**src/hdl/exec_types_pkg.sv**
```systemverilog
`default_nettype none

package exec_types_pkg;

  typedef logic [31:0] word_t;
  typedef logic [4:0]  reg_idx_t;
  typedef logic [63:0] prod_t;

  // What a retiring instruction does with its result
  typedef enum logic [2:0] {
    RK_REG  = 3'd0,
    RK_ADDR = 3'd1,
    RK_HILO = 3'd2,
    RK_MFHI = 3'd3,  // lane to collector only
    RK_MFLO = 3'd4,  // lane to collector only
    RK_TRAP = 3'd5,
    RK_NONE = 3'd6
  } retire_kind_t;

  // Register stages inside one ALU lane
  localparam int LANE_LATENCY = 1;

endpackage

`default_nettype wire

```
**src/hdl/retire_collect.sv**
```systemverilog
`timescale 1ns/1ns
`default_nettype none

module retire_collect #(
  parameter int NUM_LANES = 4
) (
  input  logic                         clk,
  input  logic                         reset_i,
  input  logic [NUM_LANES-1:0]         lane_valid_i,
  input  exec_types_pkg::retire_kind_t lane_kind_i  [NUM_LANES],
  input  exec_types_pkg::reg_idx_t     lane_dest_i  [NUM_LANES],
  input  exec_types_pkg::word_t        lane_value_i [NUM_LANES],
  input  exec_types_pkg::prod_t        lane_prod_i  [NUM_LANES],
  output logic                         retire_valid_o,
  output exec_types_pkg::retire_kind_t retire_kind_o,
  output exec_types_pkg::reg_idx_t     retire_dest_o,
  output exec_types_pkg::word_t        retire_value_o,
  output exec_types_pkg::word_t        hi_o,
  output exec_types_pkg::word_t        lo_o
);

  localparam int IDX_W = $clog2(NUM_LANES);

  logic [IDX_W-1:0]             sel_idx;
  exec_types_pkg::retire_kind_t sel_kind;
  exec_types_pkg::word_t        hi_q;
  exec_types_pkg::word_t        lo_q;

  // At most one lane is valid, so a simple scan finds it
  always_comb begin
    sel_idx = '0;
    for (int k = 0; k < NUM_LANES; k++) begin
      if (lane_valid_i[k]) begin
        sel_idx = IDX_W'(k);
      end
    end
  end

  assign retire_valid_o = |lane_valid_i;
  assign sel_kind       = lane_kind_i[sel_idx];
  assign retire_dest_o  = lane_dest_i[sel_idx];

  // Moves from HI/LO retire as ordinary register writes
  always_comb begin
    retire_value_o = lane_value_i[sel_idx];
    retire_kind_o  = sel_kind;
    if (!retire_valid_o) begin
      retire_kind_o = exec_types_pkg::RK_NONE;
    end else if (sel_kind == exec_types_pkg::RK_MFHI) begin
      retire_kind_o  = exec_types_pkg::RK_REG;
      retire_value_o = hi_q;
    end else if (sel_kind == exec_types_pkg::RK_MFLO) begin
      retire_kind_o  = exec_types_pkg::RK_REG;
      retire_value_o = lo_q;
    end
  end

  always_ff @(posedge clk) begin
    if (reset_i) begin
      hi_q <= '0;
      lo_q <= '0;
    end else if (retire_valid_o && sel_kind == exec_types_pkg::RK_HILO) begin
      {hi_q, lo_q} <= lane_prod_i[sel_idx];
    end
  end

  assign hi_o = hi_q;
  assign lo_o = lo_q;

endmodule

`default_nettype wire

```
**config.mk**
```make
export PLATFORM = sky130hd
export DESIGN_NAME = retire_collect
export DESIGN_NICKNAME = d
export VERILOG_FILES = /design/src/hdl/exec_types_pkg.sv /design/src/hdl/retire_collect.sv
export SDC_FILE = /design/constraint.sdc
export NUM_CORES = 1
export LEC_CHECK = 0
export ABC_AREA = 1
export BUFFER_PORTS_ARGS = -buffer_cell sky130_fd_sc_hd__buf_4
export CORE_AREA = 4 4 206 208
export CTS_BUF_LIST = sky130_fd_sc_hd__clkbuf_8
export CTS_CLUSTER_DIAMETER = 60
export CTS_CLUSTER_SIZE = 25
export DETAILED_ROUTE_END_ITERATION = 6
export DIE_AREA = 0 0 210 212
export PLACE_DENSITY = 0.41
export RECOVER_POWER = 25
export SYNTH_ARGS = -nofsm -noshare
export SYNTH_HDL_FRONTEND = slang
export SYNTH_SLANG_ARGS = --single-unit
```
**constraint.sdc**
```tcl
create_clock -name clk -period 2.74 [get_ports clk]
set_input_delay 0.274 -clock clk [delete_from_list [all_inputs] [get_ports clk]]
set_output_delay 0.274 -clock clk [all_outputs]
set_load 0.02 [all_outputs]
```
Yosys cells after proc, flatten, opt, wreduce, memory -nomap -nowiden
Index checks and enable logic that the tools add are counted.
{ "op_classes": {"n_lt_le_gt_ge": 1, "eq_ne": 3, "n_mux": 21, "bitwise": 1, "n_reduce_logical": 2} }
{ "op_table": {"columns": ["operator", "count"], "rows": [
  ["two-way mux 32 bit", 5],
  ["binary-select mux 64 bit (select 2 bit)", 1],
  ["two-way mux 64 bit", 2],
  ["binary-select mux 32 bit (select 2 bit)", 1],
  ["two-way mux 3 bit", 5],
  ["binary-select mux 5 bit (select 2 bit)", 1],
  ["two-way mux 5 bit", 2],
  ["binary-select mux 3 bit (select 2 bit)", 1],
  ["== test 3 x 2 -> 1 bit, second input constant", 2],
  ["two-way mux 2 bit", 2],
  ["OR reduction 4 bit", 1],
  ["== test 3 bit, second input constant", 1],
  [">= comparator 3 bit, second input constant", 1],
  ["inverter 2 -> 3 bit", 1],
  ["logical AND 1 bit", 1],
  ["two-way mux 1 bit", 1]
]} }
{ "totals": {"output_inout_bits": 105, "ff_bits": 64} }

Longest topological paths before layout
{ "logic_depth": {"ltp_word": 11, "depth_mapped": 14, "ltp_nobuf": 13} }

Worst setup path before layout
OpenSTA, ideal clock, no wires.
{ "synth_path": {"kind": "input to output", "startpoint": "in lane_valid_i[1]", "endpoint": "out retire_dest_o[0]", "slack_ps": 623, "arrival_ps": 1843, "stages": 8, "path_cell_list": "buf_2 > nand2_2 > nand2_2 > clkinv_1 > buf_2 > buf_1 > o22ai_1 > a211oi_1"} }
{ "synth_via": {"elab_chain_len": 7} }
{ "synth_rtl": {"columns": ["element", "line", "source"], "rows": [
  ["start, declared", "retire_collect.sv:9", "input logic [NUM_LANES-1:0] lane_valid_i,"],
  ["two-way mux 1 bit", "retire_collect.sv:33", "if (lane_valid_i[k]) begin"],
  ["two-way mux 2 bit (2 in series)", "retire_collect.sv:33", null],
  ["inverter 2 -> 3 bit (implied by the code)", "retire_collect.sv:41", "assign retire_dest_o = lane_dest_i[sel_idx];"],
  ["binary-select mux 5 bit (select 2 bit)", "retire_collect.sv:41", null],
  ["two-way mux 5 bit (implied by the code) (2 in series)", "retire_collect.sv:41", null],
  ["end, declared", "retire_collect.sv:16", "output exec_types_pkg::reg_idx_t retire_dest_o,"]
]} }
Every way passes these cells. The select of a mux whose other input is x is not followed.

Worst setup path in the final report
{ "layout_path": {"startpoint": "in lane_valid_i[2]", "endpoint": "out retire_value_o[15]"} }
{ "layout_via": {"elab_chain_len": 10} }
{ "layout_rtl": {"columns": ["element", "line", "source"], "rows": [
  ["two-way mux 2 bit (2 in series)", "retire_collect.sv:33", null],
  ["inverter 2 -> 3 bit (implied by the code)", "retire_collect.sv:40, retire_collect.sv:45", null],
  ["binary-select mux 3 bit (select 2 bit)", "retire_collect.sv:40", "assign sel_kind = lane_kind_i[sel_idx];"],
  ["two-way mux 3 bit (implied by the code) (2 in series)", "retire_collect.sv:40", null],
  ["== test 3 bit", "retire_collect.sv:52", "end else if (sel_kind == exec_types_pkg::RK_MFLO) begin"],
  ["two-way mux 32 bit", "retire_collect.sv:52", null],
  ["two-way mux 32 bit", "retire_collect.sv:49", "end else if (sel_kind == exec_types_pkg::RK_MFHI) begin"],
  ["two-way mux 32 bit (*)", "retire_collect.sv:47", "if (!retire_valid_o) begin"],
  ["end, declared", "retire_collect.sv:17", "output exec_types_pkg::word_t retire_value_o,"]
]} }
Every way passes the cells marked *; elsewhere a longest branch is shown, timed or not. The select of a mux whose other input is x is not followed.

==> flow_summary.json <==
{
  "outcome": "complete, no violations",
  "worstPathArrival_ns": 2.20,
  "ir_worst_vdd_v": 0.000178,
  "grt_usage_pct": 18.5,
  "p_leak_nw": 5.00,
  "power.density_nw_per_um2": 380,
  "cts_tree": "built",
  "slowest_delay_ns": 0.54,
  "grt_pass1_vias": 10151,
  "p_sw_mw": 1.67,
  "syn_area_per_cell_sq_um": 5.54,
  "synth-seq-area-share_pct": 19.9,
  "comb_power_share_pct": 49.0,
  "fin_skew_ns": 0,
  "p_int_mw": 2.50,
  "critPathLaunchType": "primary input",
  "slew_viol_final": 0,
  "core_area_sq_um": 40600,
  "clkTransAtPathRegs_ns": 0.08,
  "synth_area_sq_um": 6450,
  "rows": 74,
  "period_needed_ns": 2.48,
  "slew_headroom_pct": 37.1,
  "crit_required_ns": 2.47,
  "crit_family": "buffers and inverters",
  "layout_common_cells": "510 x buf_4, 269 x nor2_1, 236 x nand2_1",
  "critPathKind": "in -> out",
  "dr.pass1.iters": 4,
  "cts_root_buf": "clkbuf_8",
  "cap_violations": 0,
  "place_congestion": 0.874,
  "ys_ff_latch": 64,
  "hold_path_class": "in -> reg",
  "crit_chain": "buf_4 > nor2_4 > buf_4 > o21ai_0 > o22ai_2 > a21oi_1 > nor2_1 > buf_4",
  "post-route-period-util_pct": 90.4,
  "seq_area_sq_um": 1280,
  "dpl.hpwl_mm": 35.8,
  "path_common_cell": "buf_4",
  "worstMarginPinSlew_ns": 0.944,
  "drc": 0,
  "antenna_found_initial": 1,
  "switching_share_pct": 40.0,
  "final_nets": 2052,
  "n_fill_cell": 4718,
  "die_w_microns": 210,
  "final_layout_size_suffix_gt1_share_pct": 36.6,
  "pwr-share-seq_pct": 25.2,
  "slowest_stage": "buf_4",
  "avgRoutedWirePerCell_microns": 20.3,
  "cts_max_level": 3,
  "start_util_pct": 15.9,
  "placed_area_sq_um": 10900,
  "wl_mm": 43.9,
  "ioPinCount": 527,
  "grt_first_pass_wirelength_mm": 63.3,
  "drt_iter0_markers": 646,
  "syn_to_final_growth_pct": 70.3,
  "setup_viol": 0,
  "numCtsBuffers": 9,
  "synthCells": 1164,
  "design_area_sq_um": 11000,
  "clkPwrFrac_pct": 25.8,
  "ff2ff_setup_slack_ns": 1.91,
  "vias_per_cell": 4.57,
  "fmax_mhz": 404,
  "ys_warn_count": 0,
  "tns_ns": 0,
  "insertion_delay_ns": 0.37,
  "vias": 9910,
  "cp_num_buf_inv": 3,
  "syn_nets": 1586,
  "die_y_microns": 212,
  "port-buffer-count": 526,
  "multi_input_area_sq_um": 4550,
  "hold_viol_final": 0,
  "rsz0062_at_grt": "no",
  "grt-ovfl-total": 0,
  "fp.dieArea_sq_um": 44500,
  "layout_commonest_cell": "buf_4",
  "crit_path_end_kind": "output port",
  "yosysUniqueCellTypes": 31,
  "cts_hold_buf": 0,
  "grt_max_degree": 65,
  "ant_nets": 0,
  "cts_sinks": 64,
  "critPathMaxFanout": 58,
  "clock_path_buffers": 2
}
final cells by class:
class	instances	share of cell area [%]
clock buffer	10	1.25
timing repair buffer	557	37.2
antenna	1	0.0228
sequential	64	11.7
clock inverter	6	1.05
inverter	35	1.25
multi-input combinational	963	41.5
tap	532	6.06
power groups by stage:
stage	Clock, mW	Combinational, mW	Sequential, mW
after detailed placement	0	2.09	1.08
after global routing	1.15	2.23	1.06
after global placement	0	2.09	1.08
after CTS	1.11	2.10	1.06
after floorplan	0	0.939	1.10
final	1.08	2.04	1.05
final timing paths:
| check | start | endpoint | depth (start not counted) |
|---|---|---|---|
| setup / recovery | lane_valid_i[2] | retire_value_o[15] | 8 |
| hold / removal | lane_prod_i[191] | hi_o[31] | 5 |
| setup reg to reg | lo_o[28] | lo_o[28] | 2 |
| hold reg to reg | hi_o[17] | hi_o[17] | 2 |
worst register-to-register path: cells and delay by family, from the launching register on:
family | cells | cell delay (ns)
compound gates | 1 | 0.16
flops | 1 | 0.51
simple gates | 1 | 0.09
routing by layer:
| layer | vias to the layer above | track usage (%) | part of all wire, % |
|---|---|---|---|
| li1 | 4841 | - | - |
| met3 | 50 | 4.06 | 6.8 |
| met2 | 417 | 31.7 | 48 |
| met4 | 0 | 6.32 | 3.2 |
| met5 | - | 0 | 0 |
| met1 | 4602 | 23.1 | 42 |
metrics by stage:
step	setup slack, ns	total power, mW	util (%)	hold slack (ns)	instances
after global routing	0.0430	4.43	27.1	0.327	2168
final	0.264	4.17	27.1	0.313	2168
after detailed placement	-0.0235	3.17	26.8	0.479	2151
after CTS	0.0918	4.27	27.4	0.289	2167
after global placement	-0.00960	3.16	26.8	0.473	2151
after floorplan	0.623	2.04	-	0.549	1164
registers in the layout, summed over array words and instances (netlist names):
name and flops:
hi_o 32, lo_o 32
synth_stat cells, drive strengths merged:
cell	n	area [sq um]
dfxtp	64	1280
nand2	265	1090
a21oi	91	531
nor2	277	1100
buf	44	282
clkbuf	58	218
a211oi	5	37.5
or2	1	6.26
clkinv	2	8.75
o21ai	187	936
inv	33	124
nand4	6	37.5
o22ai	95	594
nor3	6	41.3
nand3	29	150
o221ai	1	8.76
cells by family (layout without fill, tap and decap cells):
kind of cell    count (synthesis)  count (layout)  synth area share (%)
compound gates                379             379                  32.7
other cells                     0               1                     0
simple gates                  584             584                  37.6
buf+inv                       137             608                  9.80
flops                          64              64                  19.9
what timing repair did:
action | CTS | global route
endpoints found under the setup margin | 2 | 4
resized for setup | 2 | 1
buffers inserted | 0 | 0
Note: power is estimated with default switching activity, not from simulation.
