### src/hdl/mips_isa_pkg.sv
`default_nettype none

package mips_isa_pkg;

  // Primary opcode field in bits 31:26
  typedef enum logic [5:0] {
    OP_SPECIAL = 6'h00,
    OP_ADDI    = 6'h08,
    OP_ADDIU   = 6'h09,
    OP_SLTI    = 6'h0a,
    OP_SLTIU   = 6'h0b,
    OP_ANDI    = 6'h0c,
    OP_ORI     = 6'h0d,
    OP_XORI    = 6'h0e,
    OP_LUI     = 6'h0f,
    OP_LW      = 6'h23,
    OP_SW      = 6'h2b
  } opcode_t;

  // Function field of SPECIAL instructions in bits 5:0
  typedef enum logic [5:0] {
    FUNC_SLL   = 6'h00,
    FUNC_SRL   = 6'h02,
    FUNC_SRA   = 6'h03,
    FUNC_SLLV  = 6'h04,
    FUNC_SRLV  = 6'h06,
    FUNC_SRAV  = 6'h07,
    FUNC_MFHI  = 6'h10,
    FUNC_MFLO  = 6'h12,
    FUNC_MULT  = 6'h18,
    FUNC_MULTU = 6'h19,
    FUNC_ADD   = 6'h20,
    FUNC_ADDU  = 6'h21,
    FUNC_SUB   = 6'h22,
    FUNC_SUBU  = 6'h23,
    FUNC_AND   = 6'h24,
    FUNC_OR    = 6'h25,
    FUNC_XOR   = 6'h26,
    FUNC_NOR   = 6'h27
  } func_t;

  typedef logic [15:0] imm_t;
  typedef logic [4:0]  shamt_t;

  // Lowest bit of each instruction field
  localparam int OPCODE_LSB = 26;
  localparam int RT_LSB     = 16;
  localparam int RD_LSB     = 11;
  localparam int SHAMT_LSB  = 6;
  localparam int FUNCT_LSB  = 0;
  localparam int IMM_LSB    = 0;

endpackage

`default_nettype wire

### src/hdl/exec_types_pkg.sv
`default_nettype none

package exec_types_pkg;

  typedef logic [31:0] word_t;
  typedef logic [4:0]  reg_idx_t;
  typedef logic [63:0] prod_t;

  // What a retiring instruction does with its result
  typedef enum logic [2:0] {
    RK_REG  = 3'd0,
    RK_ADDR = 3'd1,
    RK_HILO = 3'd2,
    RK_MFHI = 3'd3,  // lane to collector only
    RK_MFLO = 3'd4,  // lane to collector only
    RK_TRAP = 3'd5,
    RK_NONE = 3'd6
  } retire_kind_t;

  // Register stages inside one ALU lane
  localparam int LANE_LATENCY = 1;

endpackage

`default_nettype wire

### src/hdl/issue_dispatch.sv
`timescale 1ns/1ns
`default_nettype none

module issue_dispatch #(
  parameter int NUM_LANES = 4
) (
  input  logic                     clk,
  input  logic                     reset_i,
  input  logic                     issue_i,
  input  exec_types_pkg::word_t    instr_i,
  input  exec_types_pkg::word_t    rs_val_i,
  input  exec_types_pkg::word_t    rt_val_i,
  output logic [NUM_LANES-1:0]     lane_valid_o,
  output mips_isa_pkg::opcode_t    opcode_o,
  output mips_isa_pkg::func_t      funct_o,
  output exec_types_pkg::reg_idx_t dest_o,
  output exec_types_pkg::word_t    imm_sext_o,
  output exec_types_pkg::word_t    imm_zext_o,
  output mips_isa_pkg::shamt_t     shamt_o,
  output exec_types_pkg::word_t    rs_o,
  output exec_types_pkg::word_t    rt_o
);

  localparam int IDX_W = $clog2(NUM_LANES);

  logic [IDX_W-1:0]         rr_ptr;
  mips_isa_pkg::opcode_t    opcode;
  mips_isa_pkg::func_t      funct;
  mips_isa_pkg::imm_t       imm;
  exec_types_pkg::reg_idx_t dest;

  // Field extraction from the raw instruction word
  assign opcode = mips_isa_pkg::opcode_t'(instr_i[mips_isa_pkg::OPCODE_LSB +: 6]);
  assign funct  = mips_isa_pkg::func_t'(instr_i[mips_isa_pkg::FUNCT_LSB +: 6]);
  assign imm    = instr_i[mips_isa_pkg::IMM_LSB +: 16];

  // R-type writes rd and everything else writes rt
  assign dest = (opcode == mips_isa_pkg::OP_SPECIAL) ? instr_i[mips_isa_pkg::RD_LSB +: 5]
                                                     : instr_i[mips_isa_pkg::RT_LSB +: 5];

  // Round-robin pointer and one-hot lane strobe
  always_ff @(posedge clk) begin
    if (reset_i) begin
      rr_ptr       <= '0;
      lane_valid_o <= '0;
    end else begin
      lane_valid_o <= '0;
      if (issue_i) begin
        lane_valid_o[rr_ptr] <= 1'b1;
        rr_ptr <= (rr_ptr == IDX_W'(NUM_LANES - 1)) ? '0 : rr_ptr + 1'b1;
      end
    end
  end

  // Operands broadcast to every lane
  always_ff @(posedge clk) begin
    if (issue_i) begin
      opcode_o   <= opcode;
      funct_o    <= funct;
      dest_o     <= dest;
      imm_sext_o <= {{16{imm[15]}}, imm};
      imm_zext_o <= {16'b0, imm};
      shamt_o    <= instr_i[mips_isa_pkg::SHAMT_LSB +: 5];
      rs_o       <= rs_val_i;
      rt_o       <= rt_val_i;
    end
  end

endmodule

`default_nettype wire

### config.mk
export PLATFORM = sky130hd
export DESIGN_NAME = issue_dispatch
export DESIGN_NICKNAME = d
export VERILOG_FILES = /design/src/hdl/mips_isa_pkg.sv /design/src/hdl/exec_types_pkg.sv /design/src/hdl/issue_dispatch.sv
export SDC_FILE = /design/constraint.sdc
export NUM_CORES = 1
export LEC_CHECK = 0
export BUFFER_PORTS_ARGS = -buffer_cell sky130_fd_sc_hd__buf_2
export CAP_MARGIN = 20
export CORE_MARGIN = 3
export CORE_UTILIZATION = 36
export CTS_CLUSTER_DIAMETER = 60
export DETAILED_ROUTE_END_ITERATION = 10
export GPL_TIMING_DRIVEN = 0
export HOLD_SLACK_MARGIN = 0.15
export PLACE_DENSITY = 0.81
export SETUP_SLACK_MARGIN = 0.15
export SLEW_MARGIN = 20
export SYNTH_ARGS = -nofsm -noshare
export SYNTH_HDL_FRONTEND = slang
export SYNTH_SLANG_ARGS = --single-unit
export TNS_END_PERCENT = 1
### constraint.sdc
create_clock -name clk -period 1.15 [get_ports clk]
set_clock_uncertainty 0.1 [all_clocks]
set_input_delay 0.23 -clock clk [delete_from_list [all_inputs] [get_ports clk]]
set_output_delay 0.23 -clock clk [all_outputs]
set_load 0.02 [all_outputs]
### Word level (Yosys, flattened, before mapping)

Index checks and enable logic that the tools add are counted.

| word-level totals | value |
|---|---|
| bits of input ports | 99 |
| flip-flop bits (word level) | 124 |
| output and inout bits | 154 |
| logic and storage cells | 22 |

| operators by class | value |
|---|---|
| reductions and logical operators | 3 |
| equal/unequal tests | 1 |
| magnitude comparators | 2 |
| muxes and demuxes | 4 |
| add/sub/neg operators | 1 |
| bitwise logic cells | 1 |

Operators with widths:

| kind | count |
|---|---|
| $logic_not 6->1 | 1 |
| $mux 5 | 1 |
| $lt 2x3->1 const B | 1 |
| $add 2x1->2 const B | 1 |
| $demux 1 s2 | 1 |
| $eq 2x2->1 const B | 1 |
| $ge 2x1->1 const B | 1 |
| $mux 2 | 1 |
| $reduce_or 2->1 | 1 |
| $logic_and 1x1->1 | 1 |
| $mux 1 | 1 |
| $not 1->1 | 1 |

### Longest topological paths before layout

Gate-level depths: netlist (run 1).

| depth | value |
|---|---|
| word-level depth | 4 |
| mapped depth | 4 |
| mapped depth without buffers | 4 |

### Least setup slack after synthesis (run 1)

No wires, ideal clock.

| timing path | value |
|---|---|
| path kind | register to output |
| start | reg imm_sext_o[15] (netlist name) |
| end | out imm_sext_o[16] |
| path slack | -0.103 ns |
| buffers on the path | 1 |
| cell stages (with the launch flop) | 2 |
| data arrival time | 0.923 ns |
| data required time | 0.820 ns |
| cells stage by stage | edfxtp_1 -> buf_4 |

RTL lines:

| what | RTL line | source |
|---|---|---|
| end: declaration | issue_dispatch.sv:17 | `output exec_types_pkg::word_t imm_sext_o,` |

No word-level cell between the ends.

### Final worst setup path (run 1)

| timing path | value |
|---|---|
| start | reg imm_sext_o[15] (netlist name) |
| end | out imm_sext_o[24] |

No word-level cell between the ends.

==> results.ini, run 1 <==
[placed_design]
place_hpwl_mm = 6.45
place.gp.congestion = 0.701
port_buffers = 231
place_area_um2 = 4890
pre_cts_ws_ns = -0.579
dp.cells = 557

[yosys]
synth_area_leaders = edfxtp_1 78%, buf_4 13%, dfxtp_1 3.4%
syn_inst = 181
synth_ff_type = edfxtp_1
yosysWarnings = 0
synthTopCellsByCount = 91 x edfxtp_1, 59 x buf_4, 6 x dfxtp_1
synth.distinct_cells = 13
synth_top_cell_area_share_pct = 78.1
synth.most_common_cell = edfxtp_1
syn-mean-instance-area_um2 = 19.3
synth-seq-cells = 97
synth_seq_area_share_pct = 81.5
netlist_area_um2 = 3500
async_flop_share_pct = 0
synth_edf_count = 91
synth_top_area_cell = edfxtp_1

[timing]
max_freq_mhz = 645
setup_viol = 134
setup_slack_ns = -0.400
rsz0062_at_grt = yes
period_needed_ns = 1.55
finalCritPeriodShare_pct = 135
setup_tns_ns = -19.96
final_max_slew_viol_count = 0
hold_violations = 0
hold_ws_ns = 0.0800

[clock_tree]
path_clk_slew_ns = 0.09
clockBufferDepth = 2
root_buffer = clkbuf_8
clock_sinks = 97
cts_tree = yes
worstSkewPairLatency_ns = 0.35
h-tree-depth = 3
numCtsBuffers = 9

[setup_path]
cp_data_required_time_ns = 0.82
slowest_stage = edfxtp_1
startpoint_type = flop
path_max_fanout = 16
critPathArrivalTime_ns = 1.22
critPathMaxStageDelay_ns = 0.44
crit_type = reg2out
cp_cell_sequence = buf_12 > buf_4 > buf_6
critPathCaptureType = output pin

[routing]
drt_pass1_iterations = 4
route.detailed.drc = 0
wirelength_mm = 11.0
ant_nets = 0
first_iter_violations = 148
vias_per_cell = 4.25
detail_route.wl_per_cell_um = 16.4
vias = 2838

[cells_and_area]
drive_gt1_share_pct = 62.2
n_fill_cell = 609
nets = 637
n_antenna_cell = 0
final_util_pct = 69.2
area_growth_pct = 84.6
final_cells = 668
fin_area_um2 = 6460

[global_route]
antenna_found_initial = 0
grt_use_total_pct = 20.0
grt_max_degree = 49
grt_overflow = 0
grt_pass1_wl_mm = 16.9
grt_pass1_vias = 3209

[status]
violations = setup timing
outcome = finished, violations left

[power_and_ir_drop]
leakage_nw = 2.95
power.total_mw = 8.61
ir_worst_vdd_v = 0.00110
cellPowerDensity_nw_per_um2 = 1330

[flow_run]
maxCapViolCount = 0

[floorplan]
die_w_um = 105
die_y_um = 105
start_util_pct = 37.5
ios = 253
row_count = 35
core_area_um2 = 9330
die_area_um2 = 10900

[worst_hold_path]
hp-class = in2reg

## final cells by class
cell class / count / area [um2] / area share (%)
Clock inverter: 6 / 90.1 / 1.40
Tap cell: 129 / 161 / 2.50
Multi-Input combinational cell: 38 / 319 / 4.94
Clock buffer: 10 / 128 / 1.98
Timing Repair Buffer: 327 / 2430 / 37.7
Inverter: 2 / 12.5 / 0.194
Buffer: 59 / 447 / 6.92
Sequential cell: 97 / 2870 / 44.4
## repair_timing
item,in CTS,in global routing
resized for setup,119,15
hold endpoints to repair,141,48
pin swaps,4,5
buffers inserted,2,0
hold buffers,87,6
gates cloned,0,0
setup endpoints to repair,196,149
## registers in the layout, summed over array words and instances, names as in the netlist
signal and count:
rs_o 32, imm_sext_o 11, funct_o 5, opcode_o 6, dest_o 5, rt_o 32
lane_valid_o 4, rr_ptr 2
## cells in the final DEF (no fill, tap or decap)
cell type,instances
bufinv_16,2
inv_6,1
ha_2,1
edfxtp_1,91
buf_8,2
dfxtp_2,4
nor2b_4,1
and2_1,3
mux2_4,5
clkbuf_1,1
clkinvlp_4,1
conb_1,16
and2_4,1
clkbuf_8,9
buf_12,2
ha_1,1
dlygate4sd3_1,87
inv_4,2
dfxtp_4,2
buf_16,1
buf_4,59
ha_4,2
mux2i_1,2
clkinv_4,1
buf_2,188
buf_6,47
nor4_4,1
nor2_1,3
clkinv_2,1
nand2_2,1
nor2_2,1
## report_power, final
group / leakage, nW / total [mW] / switching [mW] / internal (mW)
combinational: 1.90 / 1.93 / 0.985 / 0.948
sequential: 0.943 / 4.27 / 0.107 / 4.16
clock: 0.107 / 2.41 / 1.18 / 1.23
## worst max-delay path: cells and delay by family (launching register included)
family	cells	cell delay, ns
buffers and inverters	3	0.42
DFF	1	0.44
## per-layer routing
metal  global-route usage (%)  share of wire (%)  vias up
met1                     19.8                 33     1354
met4                     8.72                3.7        0
li1                         -                  -     1278
met2                     37.9                 56      172
met5                        0                  0        -
met3                     6.11                7.1       34
## path summary, 6_finish.rpt
| kind | start | endpoint | slack, ns | depth (start not counted) |
|---|---|---|---|---|
| setup / recovery | imm_sext_o[15] | imm_sext_o[24] | -0.40 | 3 |
| hold / removal | instr_i[16] | dest_o[0] | 0.08 | 2 |
| setup reg to reg | rr_ptr[0] | rr_ptr[1] | 0.06 | 4 |
| hold reg to reg | rr_ptr[0] | rr_ptr[0] | 0.51 | 2 |
## logic make-up after synthesis
| logic type | Yosys count | share of synthesized area (%) |
|---|---|---|
| buffers and inverters | 61 | 12.9 |
| multiplexers | 7 | 2.18 |
| adder cells (fa/ha/maj) | 4 | 1.43 |
| AND/OR/NAND/NOR | 11 | 1.86 |
| other | 1 | 0.107 |
| flip-flops | 97 | 81.5 |
Power figures use the tool's default switching activity.
==> run 2: changes to the inputs <==
--- a/config.mk
+++ b/config.mk
@@ -13,9 +13,8 @@
 export DETAILED_ROUTE_END_ITERATION = 10
 export GPL_TIMING_DRIVEN = 0
 export HOLD_SLACK_MARGIN = 0.15
-export PLACE_DENSITY = 0.81
+export PLACE_DENSITY = 0.78
 export SETUP_SLACK_MARGIN = 0.15
-export SLEW_MARGIN = 20
 export SYNTH_ARGS = -nofsm -noshare
 export SYNTH_HDL_FRONTEND = slang
 export SYNTH_SLANG_ARGS = --single-unit
==> constraint.sdc (replaced) <==
create_clock -name clk -period 1.6 [get_ports clk]
set_clock_uncertainty 0.1 [all_clocks]
set_input_delay 0.32 -clock clk [delete_from_list [all_inputs] [get_ports clk]]
set_output_delay 0.32 -clock clk [all_outputs]
set_load 0.02 [all_outputs]
==> run 2 against run 1 <==
The flow still finishes with violations (setup timing). Cell area decreased by 2.0%. First-iteration DRC count is 22% lower. Register-to-register slack improved by 0.37 ns. Combinational power shrank 29%. Final cell count is 1.0% lower. Clock power down 44%. Critical path depth did not move. Die area unchanged. Sequential cell count is the same. Power fell by 33%. Sequential share of layout area is 0.70 points higher. Critical path type unchanged. Critical endpoint is now imm_sext_o[20]. Largest power group unchanged. Highest routed layer unchanged.
==> results.ini, run 2 (synthesized netlist as in run 1, its figures left out) <==
[status]
outcome = finished, violations left  ; unchanged
violations = setup timing  ; unchanged

[clock_tree]
cts_tree = yes  ; unchanged
numCtsBuffers = 9  ; unchanged
path_clk_slew_ns = 0.09  ; about the same
root_buffer = clkbuf_8  ; unchanged
clockBufferDepth = 2  ; unchanged
clock_sinks = 97  ; unchanged
h-tree-depth = 3  ; unchanged
worstSkewPairLatency_ns = 0.34  ; was 0.35 ns

[setup_path]
cp_data_required_time_ns = 1.18  ; was 0.82 ns
crit_type = reg2out  ; unchanged
startpoint_type = flop  ; unchanged
critPathLaunch = imm_sext_o[15]  ; unchanged
regToRegSetupSlack_ns = 0.43  ; was 0.06 ns
path_max_fanout = 18  ; was 16
critPathCaptureType = output pin  ; unchanged
critPathArrivalTime_ns = 1.20  ; was 1.22 ns
r2r_end = rr_ptr[1]  ; unchanged
ff2ff_path_depth = 4  ; unchanged
rr_startpoint = rr_ptr[0]  ; unchanged

[timing]
hold_ws_ns = 0.175  ; was 0.0800 ns
setup_viol = 17  ; was 134
rsz0062_at_grt = yes  ; unchanged
setup_tns_ns = -0.301  ; was -19.96 ns
final_max_slew_viol_count = 0  ; unchanged
period_needed_ns = 1.62
finalCritPeriodShare_pct = 102
max_freq_mhz = 616
hold_violations = 0  ; unchanged
setup_slack_ns = -0.0241  ; was -0.400 ns

[floorplan]
ios = 253  ; unchanged
core_area_um2 = 9330  ; unchanged
die_area_um2 = 10900  ; unchanged
row_count = 35  ; unchanged
die_y_um = 105  ; unchanged
die_w_um = 105  ; unchanged
start_util_pct = 37.5  ; unchanged

[worst_hold_path]
min_path_cells = 2  ; unchanged
hold_end = dest_o[4]  ; was dest_o[0]
hp-start = instr_i[20]  ; was instr_i[16]
hp-class = in2reg  ; unchanged

[cells_and_area]
drive_gt1_share_pct = 58.6  ; was 62.2%
n_antenna_cell = 0  ; unchanged
register_area_um2 = 2850  ; was 2870 um2
multi_input_area_um2 = 251  ; was 319 um2
area_growth_pct = 80.9  ; was 84.6%
n_fill_cell = 645  ; was 609
final_common_cell = buf_2  ; unchanged
final_util_pct = 67.9  ; was 69.2%
final_cells = 661  ; was 668
fin_area_um2 = 6330  ; was 6460 um2
mostFrequentLayoutCells = 186 x buf_2, 91 x edfxtp_1, 87 x dlygate4sd3_1  ; was 188 x buf_2, 91 x edfxtp_1, 87 x dlygate4sd3_1
nets = 630  ; was 637
reg_top3 = rs_o x32, rt_o x32, imm_sext_o x11  ; unchanged

[placed_design]
dp.cells = 557  ; unchanged
place_hpwl_mm = 6.28  ; was 6.45 mm
pre_cts_ws_ns = 0.0485  ; was -0.579 ns
place_area_um2 = 4900  ; was 4890 um2
place.gp.congestion = 0.707  ; was 0.701
port_buffers = 231  ; unchanged

[routing]
wirelength_mm = 10.5  ; was 11.0 mm
detail_route.wl_per_cell_um = 15.9  ; was 16.4 um
vias = 2702  ; was 2838
vias_per_cell = 4.09  ; was 4.25
ant_nets = 0  ; unchanged
drt_pass1_iterations = 4  ; unchanged
first_iter_violations = 116  ; was 148
route.detailed.drc = 0  ; unchanged

[power_and_ir_drop]
power.total_mw = 5.81  ; was 8.61 mW
leakage_nw = 2.88  ; was 2.95 nW
cellPowerDensity_nw_per_um2 = 917  ; was 1330 nW/um2
ir_worst_vdd_v = 0.000666  ; was 0.00110 V

[global_route]
grt_pass1_wl_mm = 16.4  ; was 16.9 mm
grt_max_degree = 66  ; was 49
grt_use_total_pct = 19.2  ; was 20.0%
antenna_found_initial = 0  ; unchanged
grt_overflow = 0  ; unchanged
grt_pass1_vias = 3095  ; was 3209

[flow_run]
maxCapViolCount = 0  ; unchanged

run 2: cell count changes in the layout (fill, tap and decap cells not counted), moves of 3 or more:
| cell | previous run | this run |
|---|---|---|
| buf_6 | 47 | 70 |
| dfxtp_2 | 4 | 0 |
| ha_1 | 1 | 4 |
| buf_4 | 59 | 34 |
| dfxtp_1 | 0 | 6 |
| mux2_2 | 0 | 5 |
| mux2_4 | 5 | 0 |
run 2: timing repair:
item / 4_1_cts / 5_1_grt
setup buffers: 1 / 0
hold buffers: 87 / 0
setup endpoints to repair: 43 / 45
gates resized for setup: 84 / 30
endpoints found under the hold margin: 88 / 0
run 2: worst max-delay path: stages (launching register included):
cell and delay [ns]:
edfxtp_1 0.42, buf_12 0.17, buf_4 0.13, buf_6 0.12
run 2: routing by layer:
metal  global-route usage (%)  share of wire (%)
met5                        0                  0
met2                     36.9                 57
met3                     6.55                8.3
met4                     6.47                2.0
met1                     19.1                 33
run 2: worst max-delay path by stage:
| stage | endpoint | cells after the start |
|---|---|---|
| after detailed placement | dest_o[2] | 4 |
| after global placement | lane_valid_o[2] | 3 |
| after global routing | imm_sext_o[19] | 3 |
| final | imm_sext_o[20] | 3 |
| after floorplan | imm_sext_o[16] | 1 |
| after CTS | imm_sext_o[24] | 3 |
run 2: power breakdown:
group / total [mW] / switching, mW / leakage, nW / internal (mW)
Clock: 1.36 / 0.793 / 0.0770 / 0.571
Combinational: 1.37 / 0.692 / 1.86 / 0.682
Sequential: 3.07 / 0.0800 / 0.940 / 2.99
Total: 5.81 / 1.57 / 2.88 / 4.24
run 2: final cells by class:
type                            count  share of cell area (%)
Multi-Input combinational cell     38                    3.97
Timing Repair Buffer              320                    37.2
Tap cell                          129                    2.55
Sequential cell                    97                    45.1
Clock inverter                      4                   0.455
Clock buffer                       12                    2.13
Inverter                            2                   0.119
Buffer                             59                    8.54
